**src/common/l2_pkg.sv**
```systemverilog
// geometry of the L2 cache shared by the controller, the arrays and the LRU.
package l2_pkg;

    // processor physical address.
    localparam int ADDR_BITS = 16;

    // one cache line as transferred by the L1 arbiter and physical memory.
    localparam int LINE_BITS = 128;

    // byte offset inside a line of 16 bytes.
    localparam int OFFSET_BITS = 4;

    // associativity.
    localparam int NUM_WAYS = 8;
    localparam int WAY_BITS = 3;   // log2 of NUM_WAYS.

    // tree pseudo-LRU with NUM_WAYS - 1 node bits per set.
    localparam int LRU_BITS = 7;

endpackage : l2_pkg
```
**src/common/l2_way_if.sv**
```systemverilog
`timescale 1ns/1ns

// per-access way commands from the controller to the tag array, data array and LRU.
interface l2_way_if
    import l2_pkg::*;
();

    logic [WAY_BITS-1:0] way_sel;   // way being accessed this cycle.
    logic                load_tag;  // write tag and valid bit.
    logic                valid_in;
    logic                dirty_in;
    logic                load_dirty;
    logic                fill;      // line comes from physical memory, not the request.
    logic                load_line;
    logic                touch;     // update the pseudo-LRU of the set.

    modport ctl (
        output way_sel, load_tag, valid_in, dirty_in, load_dirty,
        output fill, load_line, touch
    );

    modport array (
        input way_sel, load_tag, valid_in, dirty_in, load_dirty,
        input fill, load_line, touch
    );

endinterface : l2_way_if

```
**src/l2_cache/l2_plru.sv**
```systemverilog
`timescale 1ns/1ns

module l2_plru
    import l2_pkg::*;
#(
    parameter int SET_BITS = 3
) (
    input  logic                 clk,
    input  logic                 rst,
    input  logic [ADDR_BITS-1:0] mem_address,
    output logic [WAY_BITS-1:0]  victim,
    l2_way_if.array              way
);

    localparam int NUM_SETS = 2 ** SET_BITS;

    logic [LRU_BITS-1:0] lru [NUM_SETS];
    logic [SET_BITS-1:0] set_idx;
    logic [LRU_BITS-1:0] cur;
    logic [LRU_BITS-1:0] updated;

    assign set_idx = mem_address[OFFSET_BITS +: SET_BITS];
    assign cur     = lru[set_idx];

    // walk from the root. bit 0 picks the half, bits 1..2 the pair, bits 3..6 the way.
    always_comb begin
        victim[2] = cur[0];
        victim[1] = cur[1 + victim[2]];
        victim[0] = cur[3 + victim[2:1]];
    end

    // every node on the accessed path is turned away from it.
    always_comb begin
        updated                         = cur;
        updated[0]                      = ~way.way_sel[2];
        updated[1 + way.way_sel[2]]     = ~way.way_sel[1];
        updated[3 + way.way_sel[2:1]]   = ~way.way_sel[0];
    end

    always_ff @(posedge clk) begin
        if (rst) begin
            for (int s = 0; s < NUM_SETS; s++) begin
                lru[s] <= '0;
            end
        end else if (way.touch) begin
            lru[set_idx] <= updated;
        end
    end

endmodule : l2_plru

```
**src/flat_wrapper.sv**
```systemverilog
// flat-port wrapper written by rule: the top's interface ports become plain ports
module l2_plru_flat import l2_pkg::*;
#(
    parameter int SET_BITS = 3
)
  (clk, rst, mem_address, victim, way_way_sel, way_load_tag, way_valid_in, way_dirty_in, way_load_dirty, way_fill, way_load_line, way_touch);
  l2_way_if way_i ();
  input  logic clk;
  input  logic rst;
  input  logic [ADDR_BITS-1:0] mem_address;
  output logic [WAY_BITS-1:0] victim;
  input wire logic [$bits(way_i.way_sel)-1:0] way_way_sel;
  input wire logic [$bits(way_i.load_tag)-1:0] way_load_tag;
  input wire logic [$bits(way_i.valid_in)-1:0] way_valid_in;
  input wire logic [$bits(way_i.dirty_in)-1:0] way_dirty_in;
  input wire logic [$bits(way_i.load_dirty)-1:0] way_load_dirty;
  input wire logic [$bits(way_i.fill)-1:0] way_fill;
  input wire logic [$bits(way_i.load_line)-1:0] way_load_line;
  input wire logic [$bits(way_i.touch)-1:0] way_touch;
  assign way_i.way_sel = way_way_sel;
  assign way_i.load_tag = way_load_tag;
  assign way_i.valid_in = way_valid_in;
  assign way_i.dirty_in = way_dirty_in;
  assign way_i.load_dirty = way_load_dirty;
  assign way_i.fill = way_fill;
  assign way_i.load_line = way_load_line;
  assign way_i.touch = way_touch;
  l2_plru #(.SET_BITS(SET_BITS)) u_core (.clk(clk), .rst(rst), .mem_address(mem_address), .victim(victim), .way(way_i));
endmodule
```
**config.mk**
```make
export PLATFORM = sky130hd
export DESIGN_NAME = l2_plru_flat
export DESIGN_NICKNAME = d
export VERILOG_FILES = /design/src/common/l2_pkg.sv /design/src/common/l2_way_if.sv /design/src/l2_cache/l2_plru.sv /design/src/flat_wrapper.sv
export SDC_FILE = /design/constraint.sdc
export NUM_CORES = 1
export LEC_CHECK = 0
export ABC_AREA = 0
export BUFFER_PORTS_ARGS = -buffer_cell sky130_fd_sc_hd__buf_4
export CAP_MARGIN = 20
export CORE_MARGIN = 1
export CORE_UTILIZATION = 40
export DETAILED_ROUTE_END_ITERATION = 6
export PLACE_DENSITY = 0.64
export RECOVER_POWER = 50
export SETUP_SLACK_MARGIN = 0.15
export SYNTH_ARGS = -nofsm -noshare
export SYNTH_HDL_FRONTEND = slang
export SYNTH_SLANG_ARGS = --single-unit
export TNS_END_PERCENT = 20
```
**constraint.sdc**
```tcl
create_clock -name clk -period 3.37 [get_ports clk]
set_input_delay 0.674 -clock clk [delete_from_list [all_inputs] [get_ports clk]]
set_output_delay 0.674 -clock clk [all_outputs]
set_load 0.01 [all_outputs]
```
==> results.md <==
Route:
- The iteration count of the initial detailed-routing pass is 4.
- The post-route DRC violation count is 0.
- Wires add up to approximately 6.1 mm.
- The via count is 1,812.
- The remaining number of nets flagged by the antenna check after routing is 0.
- The iteration-0 DRC count of the detailed router is roughly 140.
- The ratio of routed vias to standard cells is 5.49.
- The wire length per cell after detailed routing is 18.6 um.

Status:
- The checks that failed: setup timing.
- The flow ran to the end, but the final reports show violations.

Final layout:
- Excluding fillers, the count of instances in the completed layout stands at 330.
- The fraction of layout instances using a drive strength above 1 is 25.7%.
- The register with the most flip-flops in the layout has 56 of them.
- Summing all flip-flop and latch instances after layout gives 0.00168 mm^2.
- Cells fill 50.2% of the core in the end.
- The number of fill cells is 589.
- The area added between synthesis and finish is 18.3%.
- The final instance area is 0.00328 mm^2.
- The footprint of the multi-input gates is roughly 0.0011 mm^2.
- After the last flow step, the layout net total stands at between 200 and 300.
- The largest registers in the layout are u_core.lru x56.
- More flip-flops sit in one register than any other, and that register is u_core.lru.
- 0 antenna diodes ended up in the layout.

Synthesis:
- The library cell with the largest summed area after synthesis is sky130_fd_sc_hd__edfxtp_1.
- After synthesis, the largest area contributor takes up 60.6% of total cell area.
- The count of distinct cell types in the synthesized netlist is 36.
- In the synthesized netlist, mux cells make up 12.7% of the area.
- The synthesized netlist devotes 6.63% of its cell area to compound gates.
- The area of the mapped netlist is ~0.0028 mm^2.
- Sequential elements use 60.6% of the synthesized area.
- The synthesized design contains 56 register bits.
- The total of warnings raised by yosys is 0.
- The post-synthesis simple-gate area fraction is 15.1%.
- Synthesis handed over a netlist of 216 instances.
- The adder-cell share of the synthesized area is under 10%.
- After Yosys synthesis, XOR and XNOR cells account for 0% of the synthesized area.
- The number of nets in the synthesized netlist is 250.
- A synthesized cell averages approximately 13 um^2.
- By area, the combinational part of the netlist is dominated by simple AND/OR/NAND/NOR gates.
- By area the synthesized netlist is led by sky130_fd_sc_hd__edfxtp_1, sky130_fd_sc_hd__nor2_1, sky130_fd_sc_hd__mux4_2.

Critical path:
- The number of cells on the worst reg-to-reg path is 7.
- The worst register-to-register path ends at u_core.lru[3][2].
- Tracing the worst setup path back leads to its startpoint at mem_address[4].
- The maximum fanout encountered on the critical timing path is 6.
- The category of the critical setup timing path is primary input to output pin.
- The launching element type of the critical path is a primary input.
- STA puts the critical path data required time at 2.70 ns.
- The signal arrival time at the worst endpoint is 2.77 ns.
- The startpoint identified for the worst register-to-register timing path is u_core.lru[5][2].
- The internal reg-to-reg setup slack is 1.19 ns.
- STA classifies the critical path endpoint as an output pin.
- In this run the worst setup path terminates at victim[0].

STA:
- The final hold violation count is 0.
- Setup total negative slack on the finished layout was measured at -0.0734 ns.
- The count of pins over their slew limit was 0.
- The maximum clock skew at final layout is approximately 0.011 ns.
- The final critical-path setup slack is -0.0734 ns.
- The smallest clock period supported by the final layout is computed as about 3.4 ns.
- Setup violations remaining at the end of the flow were counted as 1.
- The relative max-transition margin is about half.
- Setup repair after global routing could not meet its margin everywhere.
- Static timing analysis puts the maximum clock frequency at 290 MHz.
- The slew at the pin closest to its max-slew limit is 0.774 ns.
- The share of the cycle needed by the critical path after routing is 102%.
- Hold is met by 0.949 ns.

Global routing:
- The initial antenna violation count came to 0.
- The pin count of the biggest net entering global routing is 17.
- The total overflow reported by the global router is 0.
- The overall routing resource usage is about a fifth.
- The first global-routing pass estimated ~10 mm of wire.
- The via count of the first global-routing pass came to 1,904.

CTS:
- The number of H-tree levels is 2.
- No sink is reached through more buffers than the 2 on the longest clock path.
- The TritonCTS buffer count is 5.
- The sink count of the clock tree is 56.
- The clock-pin slew of the registers on the worst-case setup and hold paths is 0.10 ns.
- The number of buffers inserted for hold repair after clock tree synthesis is 0.
- The root buffer cell is sky130_fd_sc_hd__clkbuf_8.
- Clock latency on the worst-skew pair, taken at its later pin, is 0.31 ns.
- TritonCTS built the clock tree.

Floorplan:
- The die covers 0.00728 mm^2.
- The floorplan row count is 29.
- The initial standard-cell utilization of the core is 42.5%.
- The number of I/O pins is 31.
- The floorplan step set the die width to ~85 um.
- From bottom edge to top edge, the die measures 85.3 um.
- The core area is 0.00653 mm^2.

Placement:
- The port buffer count is 11.
- In this run the cell area measured after placement is approximately 0.0031 mm^2.
- The final estimated routing congestion in global placement is 0.783.
- The post-detailed-placement half-perimeter wirelength is 4.49 mm.
- The post-placement cell count is about 320.

Min path:
- The class of the tightest hold or removal check is primary input to register.

Pwr:
- VDD sags by at most 0.225 mV.
- The cell area power density is 434 mW/mm^2.
- The analysis attributes to cell leakage a power of 1.25 nW.

Flow run:
- The count of max-cap constraint violations is 0.
==> power breakdown <==
part	leakage (nW)	switching (mW)	internal, mW
sequential	0.574	0.00884	0.798
clock	0.0453	0.205	0.142
combinational	0.626	0.145	0.128
total	1.25	0.358	1.07
==> cells in the mapped netlist <==
cell type,n
sky130_fd_sc_hd__a2111o_1,1
sky130_fd_sc_hd__a21oi_1,3
sky130_fd_sc_hd__a21oi_2,1
sky130_fd_sc_hd__a221oi_1,2
sky130_fd_sc_hd__a2bb2oi_1,1
sky130_fd_sc_hd__a31oi_1,4
sky130_fd_sc_hd__a32oi_1,1
sky130_fd_sc_hd__a32oi_2,1
sky130_fd_sc_hd__a41o_1,1
sky130_fd_sc_hd__and3_1,1
sky130_fd_sc_hd__and3b_1,2
sky130_fd_sc_hd__and4_4,1
sky130_fd_sc_hd__buf_2,2
sky130_fd_sc_hd__buf_4,1
sky130_fd_sc_hd__buf_6,1
sky130_fd_sc_hd__clkbuf_1,2
sky130_fd_sc_hd__edfxtp_1,56
sky130_fd_sc_hd__ha_1,6
sky130_fd_sc_hd__inv_1,7
sky130_fd_sc_hd__mux2_1,3
sky130_fd_sc_hd__mux2_2,3
sky130_fd_sc_hd__mux2i_1,6
sky130_fd_sc_hd__mux4_2,10
sky130_fd_sc_hd__nand2_1,11
sky130_fd_sc_hd__nand2b_1,9
sky130_fd_sc_hd__nand3_1,4
sky130_fd_sc_hd__nand3b_1,1
sky130_fd_sc_hd__nor2_1,62
sky130_fd_sc_hd__nor2b_1,3
sky130_fd_sc_hd__nor3b_1,1
sky130_fd_sc_hd__o211a_1,2
sky130_fd_sc_hd__o21a_1,1
sky130_fd_sc_hd__o21ai_0,2
sky130_fd_sc_hd__o21ai_1,2
sky130_fd_sc_hd__o221ai_1,1
sky130_fd_sc_hd__o22ai_1,1
==> how the worst min path moves through the flow <==
stage,start,to,slack (ns),depth (start not counted)
floorplan,u_core.lru[4][5],u_core.lru[4][5],0.90,4
detailed placement,u_core.lru[4][5],u_core.lru[0][5],1.03,5
global placement,u_core.lru[0][4],u_core.lru[1][4],1.03,5
CTS,way_way_sel[0],u_core.lru[6][5],0.94,5
global route,way_way_sel[0],u_core.lru[2][5],0.97,5
finish,way_way_sel[0],u_core.lru[6][5],0.95,5
==> worst max-delay path: stages <==
cell                      delay, ns
sky130_fd_sc_hd__buf_12        0.10
sky130_fd_sc_hd__mux4_2        0.51
sky130_fd_sc_hd__mux2_4        0.30
sky130_fd_sc_hd__and4_4        0.16
sky130_fd_sc_hd__nor2_4        0.10
sky130_fd_sc_hd__ha_4          0.22
sky130_fd_sc_hd__inv_4         0.06
sky130_fd_sc_hd__mux2i_1       0.17
sky130_fd_sc_hd__o211a_1       0.16
sky130_fd_sc_hd__o21ai_1       0.06
sky130_fd_sc_hd__o211a_1       0.13
sky130_fd_sc_hd__buf_6         0.12
==> routing by layer <==
| metal | GRT usage, % | vias to the layer above | routed length (um) |
|---|---|---|---|
| li1 | - | 869 | - |
| met1 | 24.4 | 875 | 2660 |
| met3 | 3.31 | 7 | 367 |
| met2 | 31.7 | 61 | 3040 |
| met5 | 0 | - | 0 |
| met4 | 6.06 | 0 | 77 |
==> cell type report <==
cell class / instances / area share (%)
inverter: 7 / 0.877
clock inverter: 3 / 0.419
tap: 77 / 2.94
clock buffer: 5 / 2.10
multi-input combinational: 147 / 33.4
sequential: 56 / 51.2
timing repair buffer: 35 / 9.00
==> placed cells by master (no fill, tap or decap), types with 2 or more instances in the layout <==
master,n
sky130_fd_sc_hd__nand3_1,4
sky130_fd_sc_hd__buf_12,2
sky130_fd_sc_hd__buf_6,2
sky130_fd_sc_hd__o211a_1,2
sky130_fd_sc_hd__mux2_2,2
sky130_fd_sc_hd__nor2b_1,2
sky130_fd_sc_hd__a31oi_1,3
sky130_fd_sc_hd__clkbuf_8,5
sky130_fd_sc_hd__nor2_1,61
sky130_fd_sc_hd__buf_4,30
sky130_fd_sc_hd__a221oi_1,2
sky130_fd_sc_hd__and3b_1,2
sky130_fd_sc_hd__nand2_1,11
sky130_fd_sc_hd__edfxtp_1,56
sky130_fd_sc_hd__nand2b_1,9
sky130_fd_sc_hd__mux2i_1,6
sky130_fd_sc_hd__ha_1,5
sky130_fd_sc_hd__inv_1,6
sky130_fd_sc_hd__mux4_2,10
sky130_fd_sc_hd__mux2_1,3
sky130_fd_sc_hd__a21oi_1,3
sky130_fd_sc_hd__clkinv_2,2
sky130_fd_sc_hd__o21ai_1,3
==> metrics by stage <==
stage	setup WS (ns)	power [mW]
floorplan	0.108	0.982
global placement	-0.170	1.08
detailed placement	-0.194	1.09
CTS	-0.0918	1.43
global route	-0.193	1.48
finish	-0.0734	1.43
==> logic make-up (layout without fill, tap and decap cells) <==
family / Yosys count / after routing
simple gates: 95 / 95
flops: 56 / 56
compound gates: 24 / 24
mux: 22 / 22
buf+inv: 13 / 50
fa+ha+maj: 6 / 6
==> timing repair <==
item                       CTS  global route
resized for setup            6             3
pin swaps                    1             1
setup endpoints to repair    1             1
buffers inserted             1             0
cloned                       0             0
(Power assumes the default switching activity.)
