$ cat src/common/l2_pkg.sv
// geometry of the L2 cache shared by the controller, the arrays and the LRU.
package l2_pkg;

    // processor physical address.
    localparam int ADDR_BITS = 16;

    // one cache line as transferred by the L1 arbiter and physical memory.
    localparam int LINE_BITS = 128;

    // byte offset inside a line of 16 bytes.
    localparam int OFFSET_BITS = 4;

    // associativity.
    localparam int NUM_WAYS = 8;
    localparam int WAY_BITS = 3;   // log2 of NUM_WAYS.

    // tree pseudo-LRU with NUM_WAYS - 1 node bits per set.
    localparam int LRU_BITS = 7;

endpackage : l2_pkg
$ cat src/common/l2_way_if.sv
`timescale 1ns/1ns

// per-access way commands from the controller to the tag array, data array and LRU.
interface l2_way_if
    import l2_pkg::*;
();

    logic [WAY_BITS-1:0] way_sel;   // way being accessed this cycle.
    logic                load_tag;  // write tag and valid bit.
    logic                valid_in;
    logic                dirty_in;
    logic                load_dirty;
    logic                fill;      // line comes from physical memory, not the request.
    logic                load_line;
    logic                touch;     // update the pseudo-LRU of the set.

    modport ctl (
        output way_sel, load_tag, valid_in, dirty_in, load_dirty,
        output fill, load_line, touch
    );

    modport array (
        input way_sel, load_tag, valid_in, dirty_in, load_dirty,
        input fill, load_line, touch
    );

endinterface : l2_way_if

$ cat src/l2_cache/l2_cache_control.sv
`timescale 1ns/1ns

module l2_cache_control
    import l2_pkg::*;
#(
    parameter int SET_BITS = 3
) (
    input  logic                 clk,
    input  logic                 rst,

    input  logic                 mem_read,
    input  logic                 mem_write,
    input  logic [ADDR_BITS-1:0] mem_address,
    output logic                 mem_resp,

    // status from the tag array and LRU.
    input  logic                 hit,
    input  logic [WAY_BITS-1:0]  hit_way,
    input  logic [WAY_BITS-1:0]  victim,
    input  logic                 victim_dirty,
    input  logic [ADDR_BITS-SET_BITS-OFFSET_BITS-1:0] victim_tag,

    input  logic                 pmem_resp,
    output logic                 pmem_read,
    output logic                 pmem_write,
    output logic [ADDR_BITS-1:0] pmem_address,

    output logic [15:0]          hit_count,
    output logic [15:0]          miss_count,

    l2_way_if.ctl                way
);

    localparam logic [2:0] IDLE       = 3'd0;
    localparam logic [2:0] WRITE_BACK = 3'd1;
    localparam logic [2:0] FILL       = 3'd2;
    localparam logic [2:0] RECOVER_1  = 3'd3;
    localparam logic [2:0] RECOVER_2  = 3'd4;

    logic [2:0]           state;
    logic [2:0]           next_state;
    logic                 req;
    logic [SET_BITS-1:0]  set_idx;
    logic [ADDR_BITS-1:0] line_addr;
    logic [ADDR_BITS-1:0] victim_addr;

    assign req     = mem_read ^ mem_write;   // both at once is ignored.
    assign set_idx = mem_address[OFFSET_BITS +: SET_BITS];

    assign line_addr   = {mem_address[ADDR_BITS-1:OFFSET_BITS], {OFFSET_BITS{1'b0}}};
    assign victim_addr = {victim_tag, set_idx, {OFFSET_BITS{1'b0}}};

    always_comb begin
        next_state      = state;
        mem_resp        = 1'b0;
        pmem_read       = 1'b0;
        pmem_write      = 1'b0;
        way.way_sel     = victim;   // write-back reads and fill writes the victim.
        way.load_tag    = 1'b0;
        way.valid_in    = 1'b0;
        way.dirty_in    = 1'b0;
        way.load_dirty  = 1'b0;
        way.fill        = 1'b0;
        way.load_line   = 1'b0;
        way.touch       = 1'b0;

        case (state)
            IDLE: begin
                way.way_sel = hit_way;
                if (req && hit) begin
                    mem_resp  = 1'b1;
                    way.touch = 1'b1;
                    if (mem_write) begin
                        way.load_line  = 1'b1;
                        way.dirty_in   = 1'b1;
                        way.load_dirty = 1'b1;
                    end
                    next_state = RECOVER_1;
                end else if (req) begin
                    next_state = victim_dirty ? WRITE_BACK : FILL;
                end
            end
            WRITE_BACK: begin
                pmem_write = 1'b1;
                if (pmem_resp) begin
                    next_state = FILL;
                end
            end
            FILL: begin
                pmem_read = 1'b1;
                if (pmem_resp) begin
                    // new line lands clean, request retried from idle.
                    way.load_line  = 1'b1;
                    way.fill       = 1'b1;
                    way.load_tag   = 1'b1;
                    way.valid_in   = 1'b1;
                    way.load_dirty = 1'b1;
                    next_state     = IDLE;
                end
            end
            RECOVER_1: next_state = RECOVER_2;
            RECOVER_2: next_state = IDLE;
            default:   next_state = IDLE;
        endcase
    end

    always_ff @(posedge clk) begin
        if (rst) begin
            state      <= IDLE;
            hit_count  <= '0;
            miss_count <= '0;
        end else begin
            state <= next_state;
            if (state == IDLE && req) begin
                if (hit) begin
                    hit_count <= hit_count + 16'd1;
                end else begin
                    miss_count <= miss_count + 16'd1;
                end
            end
        end
    end

    // memory address is set up a cycle ahead of pmem_read and pmem_write.
    always_ff @(posedge clk) begin
        if (state == IDLE && req && !hit) begin
            pmem_address <= victim_dirty ? victim_addr : line_addr;
        end else if (state == WRITE_BACK && pmem_resp) begin
            pmem_address <= line_addr;
        end
    end

endmodule : l2_cache_control

$ cat src/flat_wrapper.sv
// flat-port wrapper written by rule: the top's interface ports become plain ports
module l2_cache_control_flat import l2_pkg::*;
#(
    parameter int SET_BITS = 3
)
  (clk, rst, mem_read, mem_write, mem_address, mem_resp, hit, hit_way, victim, victim_dirty, victim_tag, pmem_resp, pmem_read, pmem_write, pmem_address, hit_count, miss_count, way_way_sel, way_load_tag, way_valid_in, way_dirty_in, way_load_dirty, way_fill, way_load_line, way_touch);
  l2_way_if way_i ();
  input  logic clk;
  input  logic rst;
  input  logic mem_read;
  input  logic mem_write;
  input  logic [ADDR_BITS-1:0] mem_address;
  output logic mem_resp;
  input  logic hit;
  input  logic [WAY_BITS-1:0] hit_way;
  input  logic [WAY_BITS-1:0] victim;
  input  logic victim_dirty;
  input  logic [ADDR_BITS-SET_BITS-OFFSET_BITS-1:0] victim_tag;
  input  logic pmem_resp;
  output logic pmem_read;
  output logic pmem_write;
  output logic [ADDR_BITS-1:0] pmem_address;
  output logic [15:0] hit_count;
  output logic [15:0] miss_count;
  output wire logic [$bits(way_i.way_sel)-1:0] way_way_sel;
  output wire logic [$bits(way_i.load_tag)-1:0] way_load_tag;
  output wire logic [$bits(way_i.valid_in)-1:0] way_valid_in;
  output wire logic [$bits(way_i.dirty_in)-1:0] way_dirty_in;
  output wire logic [$bits(way_i.load_dirty)-1:0] way_load_dirty;
  output wire logic [$bits(way_i.fill)-1:0] way_fill;
  output wire logic [$bits(way_i.load_line)-1:0] way_load_line;
  output wire logic [$bits(way_i.touch)-1:0] way_touch;
  assign way_way_sel = way_i.way_sel;
  assign way_load_tag = way_i.load_tag;
  assign way_valid_in = way_i.valid_in;
  assign way_dirty_in = way_i.dirty_in;
  assign way_load_dirty = way_i.load_dirty;
  assign way_fill = way_i.fill;
  assign way_load_line = way_i.load_line;
  assign way_touch = way_i.touch;
  l2_cache_control #(.SET_BITS(SET_BITS)) u_core (.clk(clk), .rst(rst), .mem_read(mem_read), .mem_write(mem_write), .mem_address(mem_address), .mem_resp(mem_resp), .hit(hit), .hit_way(hit_way), .victim(victim), .victim_dirty(victim_dirty), .victim_tag(victim_tag), .pmem_resp(pmem_resp), .pmem_read(pmem_read), .pmem_write(pmem_write), .pmem_address(pmem_address), .hit_count(hit_count), .miss_count(miss_count), .way(way_i));
endmodule
$ cat config.mk
export PLATFORM = sky130hd
export DESIGN_NAME = l2_cache_control_flat
export DESIGN_NICKNAME = d
export VERILOG_FILES = /design/src/common/l2_pkg.sv /design/src/common/l2_way_if.sv /design/src/l2_cache/l2_cache_control.sv /design/src/flat_wrapper.sv
export SDC_FILE = /design/constraint.sdc
export NUM_CORES = 1
export LEC_CHECK = 0
export ABC_CLOCK_PERIOD_IN_PS = 2600
export BUFFER_PORTS_ARGS = -buffer_cell sky130_fd_sc_hd__buf_2
export CAP_MARGIN = 15
export CORE_MARGIN = 3
export CORE_UTILIZATION = 47
export CTS_CLUSTER_DIAMETER = 60
export CTS_CLUSTER_SIZE = 16
export DETAILED_ROUTE_END_ITERATION = 16
export GPL_TIMING_DRIVEN = 0
export PLACE_DENSITY = 0.86
export SKIP_CTS_REPAIR_TIMING = 1
export SLEW_MARGIN = 25
export SYNTH_ARGS = -nofsm -noshare
export SYNTH_HDL_FRONTEND = slang
export SYNTH_SLANG_ARGS = --single-unit
$ cat constraint.sdc
create_clock -name clk -period 2.6 [get_ports clk]
set_input_delay 0.26 -clock clk [delete_from_list [all_inputs] [get_ports clk]]
set_output_delay 0.26 -clock clk [all_outputs]
set_load 0.01 [all_outputs]
==> reports/results.ini, run 1 <==
[worst_setup_path]
arrival_ns=2.14
worstPathRequired_ns=2.34
worstSetupEndpointType=primary output
critPathMaxFanout=9
crit_path_start_kind=flip-flop
crit_type=reg -> out

[grt]
antenna_found_initial=0
grt_use_total=0.193
grt_max_degree=16
grt_pass1_vias=1910
grt_overflow=0
grt_pass1_wl_um=8410

[outcome]
outcome=complete, no violations

[cells_and_area]
instances_no_fill=407
nNetsFinal=381
final_common_cell=buf_2
final_core_util=0.644
final_cell_mix=buf_2 (93), dfxtp_1 (35), nor2_1 (19), nand2_1 (19), a21oi_1 (16)
multi_input_area_um2=1100
num_antenna_cells=0
area_delta_synth_final_pct=27.9
drive_gt1_frac=0.368
fillCellCount=387
register_area_um2=1060

[route]
num_vias=2144
wire_per_inst_um=13.8
ant_nets=0
drtIter0Drc=107
wl_um=5610
drc=0
firstDrtPassIters=4
avgViaCountPerCell=5.27

[timing]
hold_viol=0
finalCritPeriodShare=0.925
min_period_ns=2.40
setup_viol=0
worstMarginPinSlew_ns=0.681
finClkSkew_ns=0.0111
fmax_mhz=416
slew_headroom=0.543
fin_tns_setup_ns=0
grt_setup_unrepaired=no
setup_ws_ns=0.195
finalMaxSlewViolations=0

[floorplan]
num_rows=24
initial_core_util=0.504
die-area_um2=5730
design.core.area_um2=4530
die_w_um=75.7
die_h_um=75.7
pin_count=99

[logic_synthesis]
yosys.area.top_type=dfxtp_1
syn_avg_cell_area_um2=9.44
ys_top_cells_by_area=dfxtp_1 (31%), edfxtp_1 (16%), mux2_2 (4.9%)
synthCells=242
synth_cell_types=40
syn-cell-area_um2=2280
synth-seq-cells=47
synth_warnings=0
synth_top_area_share=0.307
ys_seq_area_frac=0.464

[run]
drv_cap=0

[worst_hold_path]
hold_path.class=in -> reg

[clock_tree]
cts_root_buf=clkbuf_8
cts_tree=yes
clkLatencyLatePin_ns=0.31
numCtsBuffers=5
htree_levels=2
cts.path.max_buffers=2
path_clk_slew_ns=0.08
cts.sinks=47

[place]
post-place-ws_ns=0.126
routabilityCongestion=0.781
hpwlAfterDp_um=4270
portBuffers=89
placedCellCount=399

[pwr]
vdd_drop_max_v=0.000342
pwr_density_cell_nw_per_um2=525
power.static_leakage_nw=1.25
power_w=0.00153

## cell families (layout without fill, tap and decap cells)
logic type / after synthesis / in the layout / synth area share
DFF: 47 / 47 / 0.464
muxes: 12 / 12 / 0.0581
and+or+nand+nor: 101 / 101 / 0.243
buffers and inverters: 25 / 122 / 0.0630
xor gates and xnor gates: 16 / 16 / 0.0613
AOI/OAI and AO/OA: 38 / 38 / 0.0980
adders and majority gates: 2 / 2 / 0.0110
other: 1 / 4 / 0.00164
## state kept, by name (all words and copies together), names as in the netlist
register	count
u_core.hit_count	16
u_core.miss_count	16
u_core.pmem_address	12
u_core.state	3
## worst max-delay path: stages (launching register included)
cell	delay [ns]
dfxtp_1	0.30
buf_2	0.17
nor3_4	0.35
and3_1	0.21
clkbuf_1	0.29
and2_1	0.19
or2_2	0.12
buf_4	0.10
buf_2	0.12
## power by group
group	internal, W	leakage [nW]	switching [W]
Clock	0.000188	0.0445	0.000256
Combinational	0.000129	0.808	0.000163
Sequential	0.000784	0.394	0.0000120
## metal layers
layer	vias up	track usage	part of all wire
li1	1059	-	-
met5	-	0	0
met1	1002	0.237	0.42
met4	0	0.0913	0.017
met3	10	0.0462	0.055
met2	73	0.317	0.51
## cells in the mapped netlist
| cell | number |
|---|---|
| dfxtp_1 | 35 |
| nand2_1 | 19 |
| nor2_1 | 19 |
| a21oi_1 | 16 |
| edfxtp_1 | 12 |
| nand4_1 | 11 |
| mux2_2 | 10 |
| o21ai_0 | 9 |
| or4_1 | 9 |
| xnor2_1 | 9 |
| buf_4 | 8 |
| or3_1 | 8 |
| clkbuf_1 | 7 |
| nand3_1 | 7 |
| o31ai_1 | 7 |
| xor2_1 | 7 |
| nor4_1 | 5 |
| and2_1 | 4 |
| and3_1 | 4 |
| buf_2 | 4 |
| inv_1 | 4 |
| nor3_1 | 3 |
| and4_1 | 2 |
| buf_6 | 2 |
| ha_1 | 2 |
| mux2i_1 | 2 |
| nand2b_1 | 2 |
| nor3b_1 | 2 |
| or2_2 | 2 |
| a211oi_1 | 1 |
| a21o_1 | 1 |
| a31oi_1 | 1 |
| conb_1 | 1 |
| nand4b_1 | 1 |
| nor2b_1 | 1 |
| nor4bb_1 | 1 |
| o211ai_1 | 1 |
| o21a_1 | 1 |
| o21ba_2 | 1 |
| or3_4 | 1 |
## stage by stage
step,hold WS (ns),instance area (µm²)
6_report,0.126,2920
5_1_grt,0.111,2920
4_1_cts,0.121,2910
3_5_place_dp,0.438,2820
3_3_place_gp,0.438,2820
2_1_floorplan,0.359,2300
## layout make-up
class                   count  area share
plain buffers              21      0.0441
multi-input cells         173       0.377
repair buffers             89       0.152
well taps                  65      0.0278
clock inverters             3     0.00642
clock buffers               5      0.0236
flip-flops and latches     47       0.363
inverters                   4     0.00514
## final timing paths
kind,startpoint,end,depth (start not counted),slack [ns]
worst max register to register,u_core.state[1],u_core.pmem_address[14],5,0.34
worst max-delay path,u_core.state[1],way_load_line,8,0.20
worst min register to register,u_core.hit_count[15],u_core.hit_count[15],2,0.49
worst min-delay path,mem_address[5],u_core.pmem_address[5],1,0.13
No activity file was read; power rests on OpenSTA's default activity.
==> run 2: changes to the inputs <==
BUFFER_PORTS_ARGS = not set   (was -buffer_cell sky130_fd_sc_hd__buf_2)
CORE_UTILIZATION = 55   (was 47)
CTS_CLUSTER_DIAMETER = 50   (was 60)
DONT_BUFFER_PORTS = 1   (was not set)
PLACE_DENSITY = 0.77   (was 0.86)
==> run 2 against run 1 <==
Routed wire length fell by 12%; combinational power fell by 29%; die area fell by 13%; final area fell by 15%; critical path depth fell by 1; clock-buffer cell count did not move; critical endpoint unchanged; largest power group unchanged.
==> reports/results.ini, run 2 (synthesis gave the netlist of run 1 again) <==
[timing]
grt_setup_unrepaired=no
worstMarginPinSlew_ns=0.655
finClkSkew_ns=0.00876
fmax_mhz=432
setup_ws_ns=0.287
whs_ns=0.0420
min_period_ns=2.31
finalCritPeriodShare=0.889
hold_viol=0
slew_headroom=0.560
finalMaxSlewViolations=0
setup_viol=0
fin_tns_setup_ns=0

[worst_hold_path]
holdPathEnd=u_core.pmem_address[6]
holdPathStages=0
min_from=mem_address[6]
hold_path.class=in -> reg

[pwr]
power_w=0.00157
power.static_leakage_nw=0.845
vdd_drop_max_v=0.000469
pwr_density_cell_nw_per_um2=631

[cells_and_area]
area_delta_synth_final_pct=8.71
num_antenna_cells=0
drive_gt1_frac=0.150
final_cell_mix=dfxtp_1 (35), nor2_1 (19), nand2_1 (19)
final_area_um2=2480
reg_top3=u_core.hit_count: 16 flops, u_core.miss_count: 16 flops, u_core.pmem_address: 12 flops
final_common_cell=dfxtp_1
nNetsFinal=292

[floorplan]
die-area_um2=4960
design.core.area_um2=3830
pin_count=99
die_w_um=70.5
die_h_um=70.5
num_rows=22
initial_core_util=0.597

[worst_setup_path]
crit_path_start_kind=flip-flop
worstSetupEndpointType=primary output
reg2reg_setup_slack_ns=0.33
worstReg2RegEnd=u_core.hit_count[15]
worstPathRequired_ns=2.34
arrival_ns=2.05
reg2reg_from=u_core.state[1]
critPathMaxFanout=9
crit_type=reg -> out
startpoint=u_core.state[1]
r2r_cells=7

[clock_tree]
cts_root_buf=clkbuf_8
numCtsBuffers=5
cts.path.max_buffers=2
htree_levels=2
cts_tree=yes
clkLatencyLatePin_ns=0.30
cts.sinks=47
path_clk_slew_ns=0.09

[place]
hpwlAfterDp_um=3720
post-place-ws_ns=0.0273
place_area_um2=2360
portBuffers=0
routabilityCongestion=0.820

[grt]
grt_pass1_vias=1637
grt_max_degree=17
grt_use_total=0.197
grt_pass1_wl_um=7920
grt_overflow=0
antenna_found_initial=0

[route]
drc=0
num_vias=1825
drtIter0Drc=94
ant_nets=0
wire_per_inst_um=16.5
firstDrtPassIters=4
avgViaCountPerCell=6.06
wl_um=4960

[run]
drv_cap=0

[outcome]
outcome=complete, no violations

## run 2: metrics by stage
step,util,std cells
floorplan,-,245
global placement,0.616,293
detailed placement,0.616,293
CTS,0.646,301
global route,0.649,301
finish,0.649,301
## run 2: report_power, final
part | switching, W | leakage, nW | internal [W] | total [W]
Sequential | 0.0000282 | 0.394 | 0.000786 | 0.000814
Clock | 0.000258 | 0.0548 | 0.000290 | 0.000548
Combinational | 0.000126 | 0.396 | 0.0000799 | 0.000206
Total | 0.000412 | 0.845 | 0.00116 | 0.00157
## run 2: worst max-delay path by stage
stage                    endpoint  slack, ns  cells after the start
floorplan           way_load_line       0.39                      7
detailed placement  way_load_line       0.03                      7
finish              way_load_line       0.29                      7
CTS                 way_load_line      -0.31                      7
global placement    way_load_line     -0.006                      7
global route        way_load_line       0.13                      7
## run 2: area by class of cell
cell class | count | area, µm²
buffer | 21 | 130
fill | 339 | 1340
clock inverter | 3 | 46.3
tap | 48 | 60.1
sequential | 47 | 1060
inverter | 4 | 15.0
multi-input combinational | 173 | 1100
clock buffer | 5 | 68.8
## run 2: worst max-delay path: stages (launching register included)
cell and delay (ns):
dfxtp_1 0.30, buf_2 0.17, nor3_4 0.35, and3_1 0.21
clkbuf_2 0.21, and2_1 0.22, or2_2 0.17, buf_4 0.12
## run 2: routing by layer
metal | GRT usage | vias up | part of all wire
li1 | - | 885 | -
met1 | 0.253 | 873 | 0.42
met2 | 0.311 | 62 | 0.50
met3 | 0.0633 | 5 | 0.074
met4 | 0.0702 | 0 | 0.0075
met5 | 0 | - | 0
==> run 3: changes to the inputs <==
ABC_CLOCK_PERIOD_IN_PS = 2300   (was 2600)
clock period = 2.3 ns   (was 2.6 ns; I/O delays follow)
==> run 3 against run 2 <==
Worst setup slack worse by 0.23 ns; highest routed layer unchanged; power is 15% higher; clock skew is essentially flat; sequential cell count unchanged; combinational power grew 21%.
==> reports/results.ini, run 3 (synthesis gave the netlist of run 1 again) <==
[outcome]
outcome=complete, no violations

[worst_setup_path]
startpoint=u_core.state[2]
cpPeakStageDelay_ns=0.49
worstPathRequired_ns=2.54
crit_type=reg -> reg
arrival_ns=2.48
crit_path_start_kind=flip-flop
path_buf_inv=3
cp_top_family=simple AND/OR/NAND/NOR gates
cpMaxStageDelayCell=or4_1
path_cells=buf_6, or3_4, buf_6, or4_1, buf_4, or4_1, a21oi_1
worstSetupEndpointType=flip-flop
reg2reg_from=u_core.state[2]
critPathMaxFanout=9

[place]
place_area_um2=2360
routabilityCongestion=0.820
hpwlAfterDp_um=3720
post-place-ws_ns=-0.243
portBuffers=0

[pwr]
pwr_density_cell_nw_per_um2=709
vdd_drop_max_v=0.000489
p_seq_frac=0.515
power.static_leakage_nw=0.870
power_w=0.00180
power.share.switching=0.265
p_switching_w=0.000477
p_comb_frac=0.139
intPower_w=0.00132
power.share.clock=0.346

[grt]
grt_pass1_wl_um=7920
grt_overflow=0
antenna_found_initial=0
grt_use_total=0.197
grt_pass1_vias=1637
grt_max_degree=17

[floorplan]
die_h_um=70.5
die_w_um=70.5
pin_count=99
num_rows=22
design.core.area_um2=3830
die-area_um2=4960
initial_core_util=0.597

[worst_hold_path]
min_from=victim_tag[5]
hold_path.class=in -> reg

[timing]
min_period_ns=2.24
finClkSkew_ns=0.00829
slew_headroom=0.526
finalMaxSlewViolations=0
setup_viol=0
worstMarginPinSlew_ns=0.706
grt_setup_unrepaired=no
finalCritPeriodShare=0.973
hold_viol=0
fmax_mhz=447
setup_ws_ns=0.0623
fin_tns_setup_ns=0

[clock_tree]
numCtsBuffers=5
cts.path.max_buffers=2
path_clk_slew_ns=0.10
cts_tree=yes
htree_levels=2
cts_root_buf=clkbuf_8
clkLatencyLatePin_ns=0.31
cts.sinks=47

[cells_and_area]
final_common_cell=dfxtp_1
final_cell_mix=dfxtp_1 (34), nor2_1 (18), nand2_1 (18)
fillCellCount=332
reg_top3=u_core.hit_count: 16 flops, u_core.miss_count: 16 flops, u_core.pmem_address: 12 flops
area_delta_synth_final_pct=11.2
nNetsFinal=297
multi_input_area_um2=1110
register_area_um2=1060
drive_gt1_frac=0.167
num_antenna_cells=0
final_area_um2=2540

[route]
drc=0
wl_um=5090
avgViaCountPerCell=6.02
num_vias=1842
wire_per_inst_um=16.6
drtIter0Drc=100
ant_nets=0
firstDrtPassIters=4

[run]
drv_cap=0

==> run 3: cell count changes in the layout (fill, tap and decap cells not counted), sizes merged <==
cell	delta
dlygate4sd3	+3
buf	+2
==> run 3: per-layer routing <==
metal	GRT usage	vias up	share of wire
met5	0	-	0
met4	0.0702	0	0.0075
met3	0.0633	4	0.071
met2	0.311	66	0.49
met1	0.253	876	0.43
li1	-	896	-
==> run 3: path summary, 6_finish.rpt <==
| path | depth (start not counted) | end | slack (ns) |
|---|---|---|---|
| worst max register to register | 7 | u_core.hit_count[15] | 0.06 |
| worst min register to register | 2 | u_core.hit_count[15] | 0.53 |
| worst min-delay path | 1 | u_core.pmem_address[12] | 0.13 |
| worst max-delay path | 7 | u_core.hit_count[15] | 0.06 |
==> run 3: power by group through the flow <==
stage | Combinational, W | Clock, W | Sequential (W)
floorplan | 0.000187 | 0 | 0.000933
detailed placement | 0.000226 | 0 | 0.000940
global route | 0.000273 | 0.000665 | 0.000933
finish | 0.000250 | 0.000623 | 0.000928
CTS | 0.000227 | 0.000630 | 0.000921
global placement | 0.000222 | 0 | 0.000938
==> run 3: through the flow <==
| stage | cells | hold WS (ns) | utilization |
|---|---|---|---|
| finish | 306 | 0.134 | 0.664 |
| detailed placement | 293 | 0.329 | 0.616 |
| global placement | 293 | 0.329 | 0.616 |
| CTS | 301 | 0.00953 | 0.646 |
| floorplan | 245 | 0.329 | - |
| global route | 306 | 0.120 | 0.664 |
==> run 3: worst reg2reg max path, cell delays in order, from the launching register on <==
cell,delay [ns]
dfxtp_1,0.31
buf_6,0.13
or3_4,0.38
buf_6,0.14
or4_1,0.49
buf_4,0.18
or4_1,0.40
a21oi_1,0.14
==> run 3: area by class of cell <==
cell class                      instances  share of cell area
Clock inverter                          3              0.0182
Inverter                                4             0.00591
Timing Repair Buffer                    6              0.0207
Clock buffer                            5              0.0271
Sequential cell                        47               0.418
Tap cell                               48              0.0236
Multi-Input combinational cell        173               0.436
Buffer                                 20              0.0502
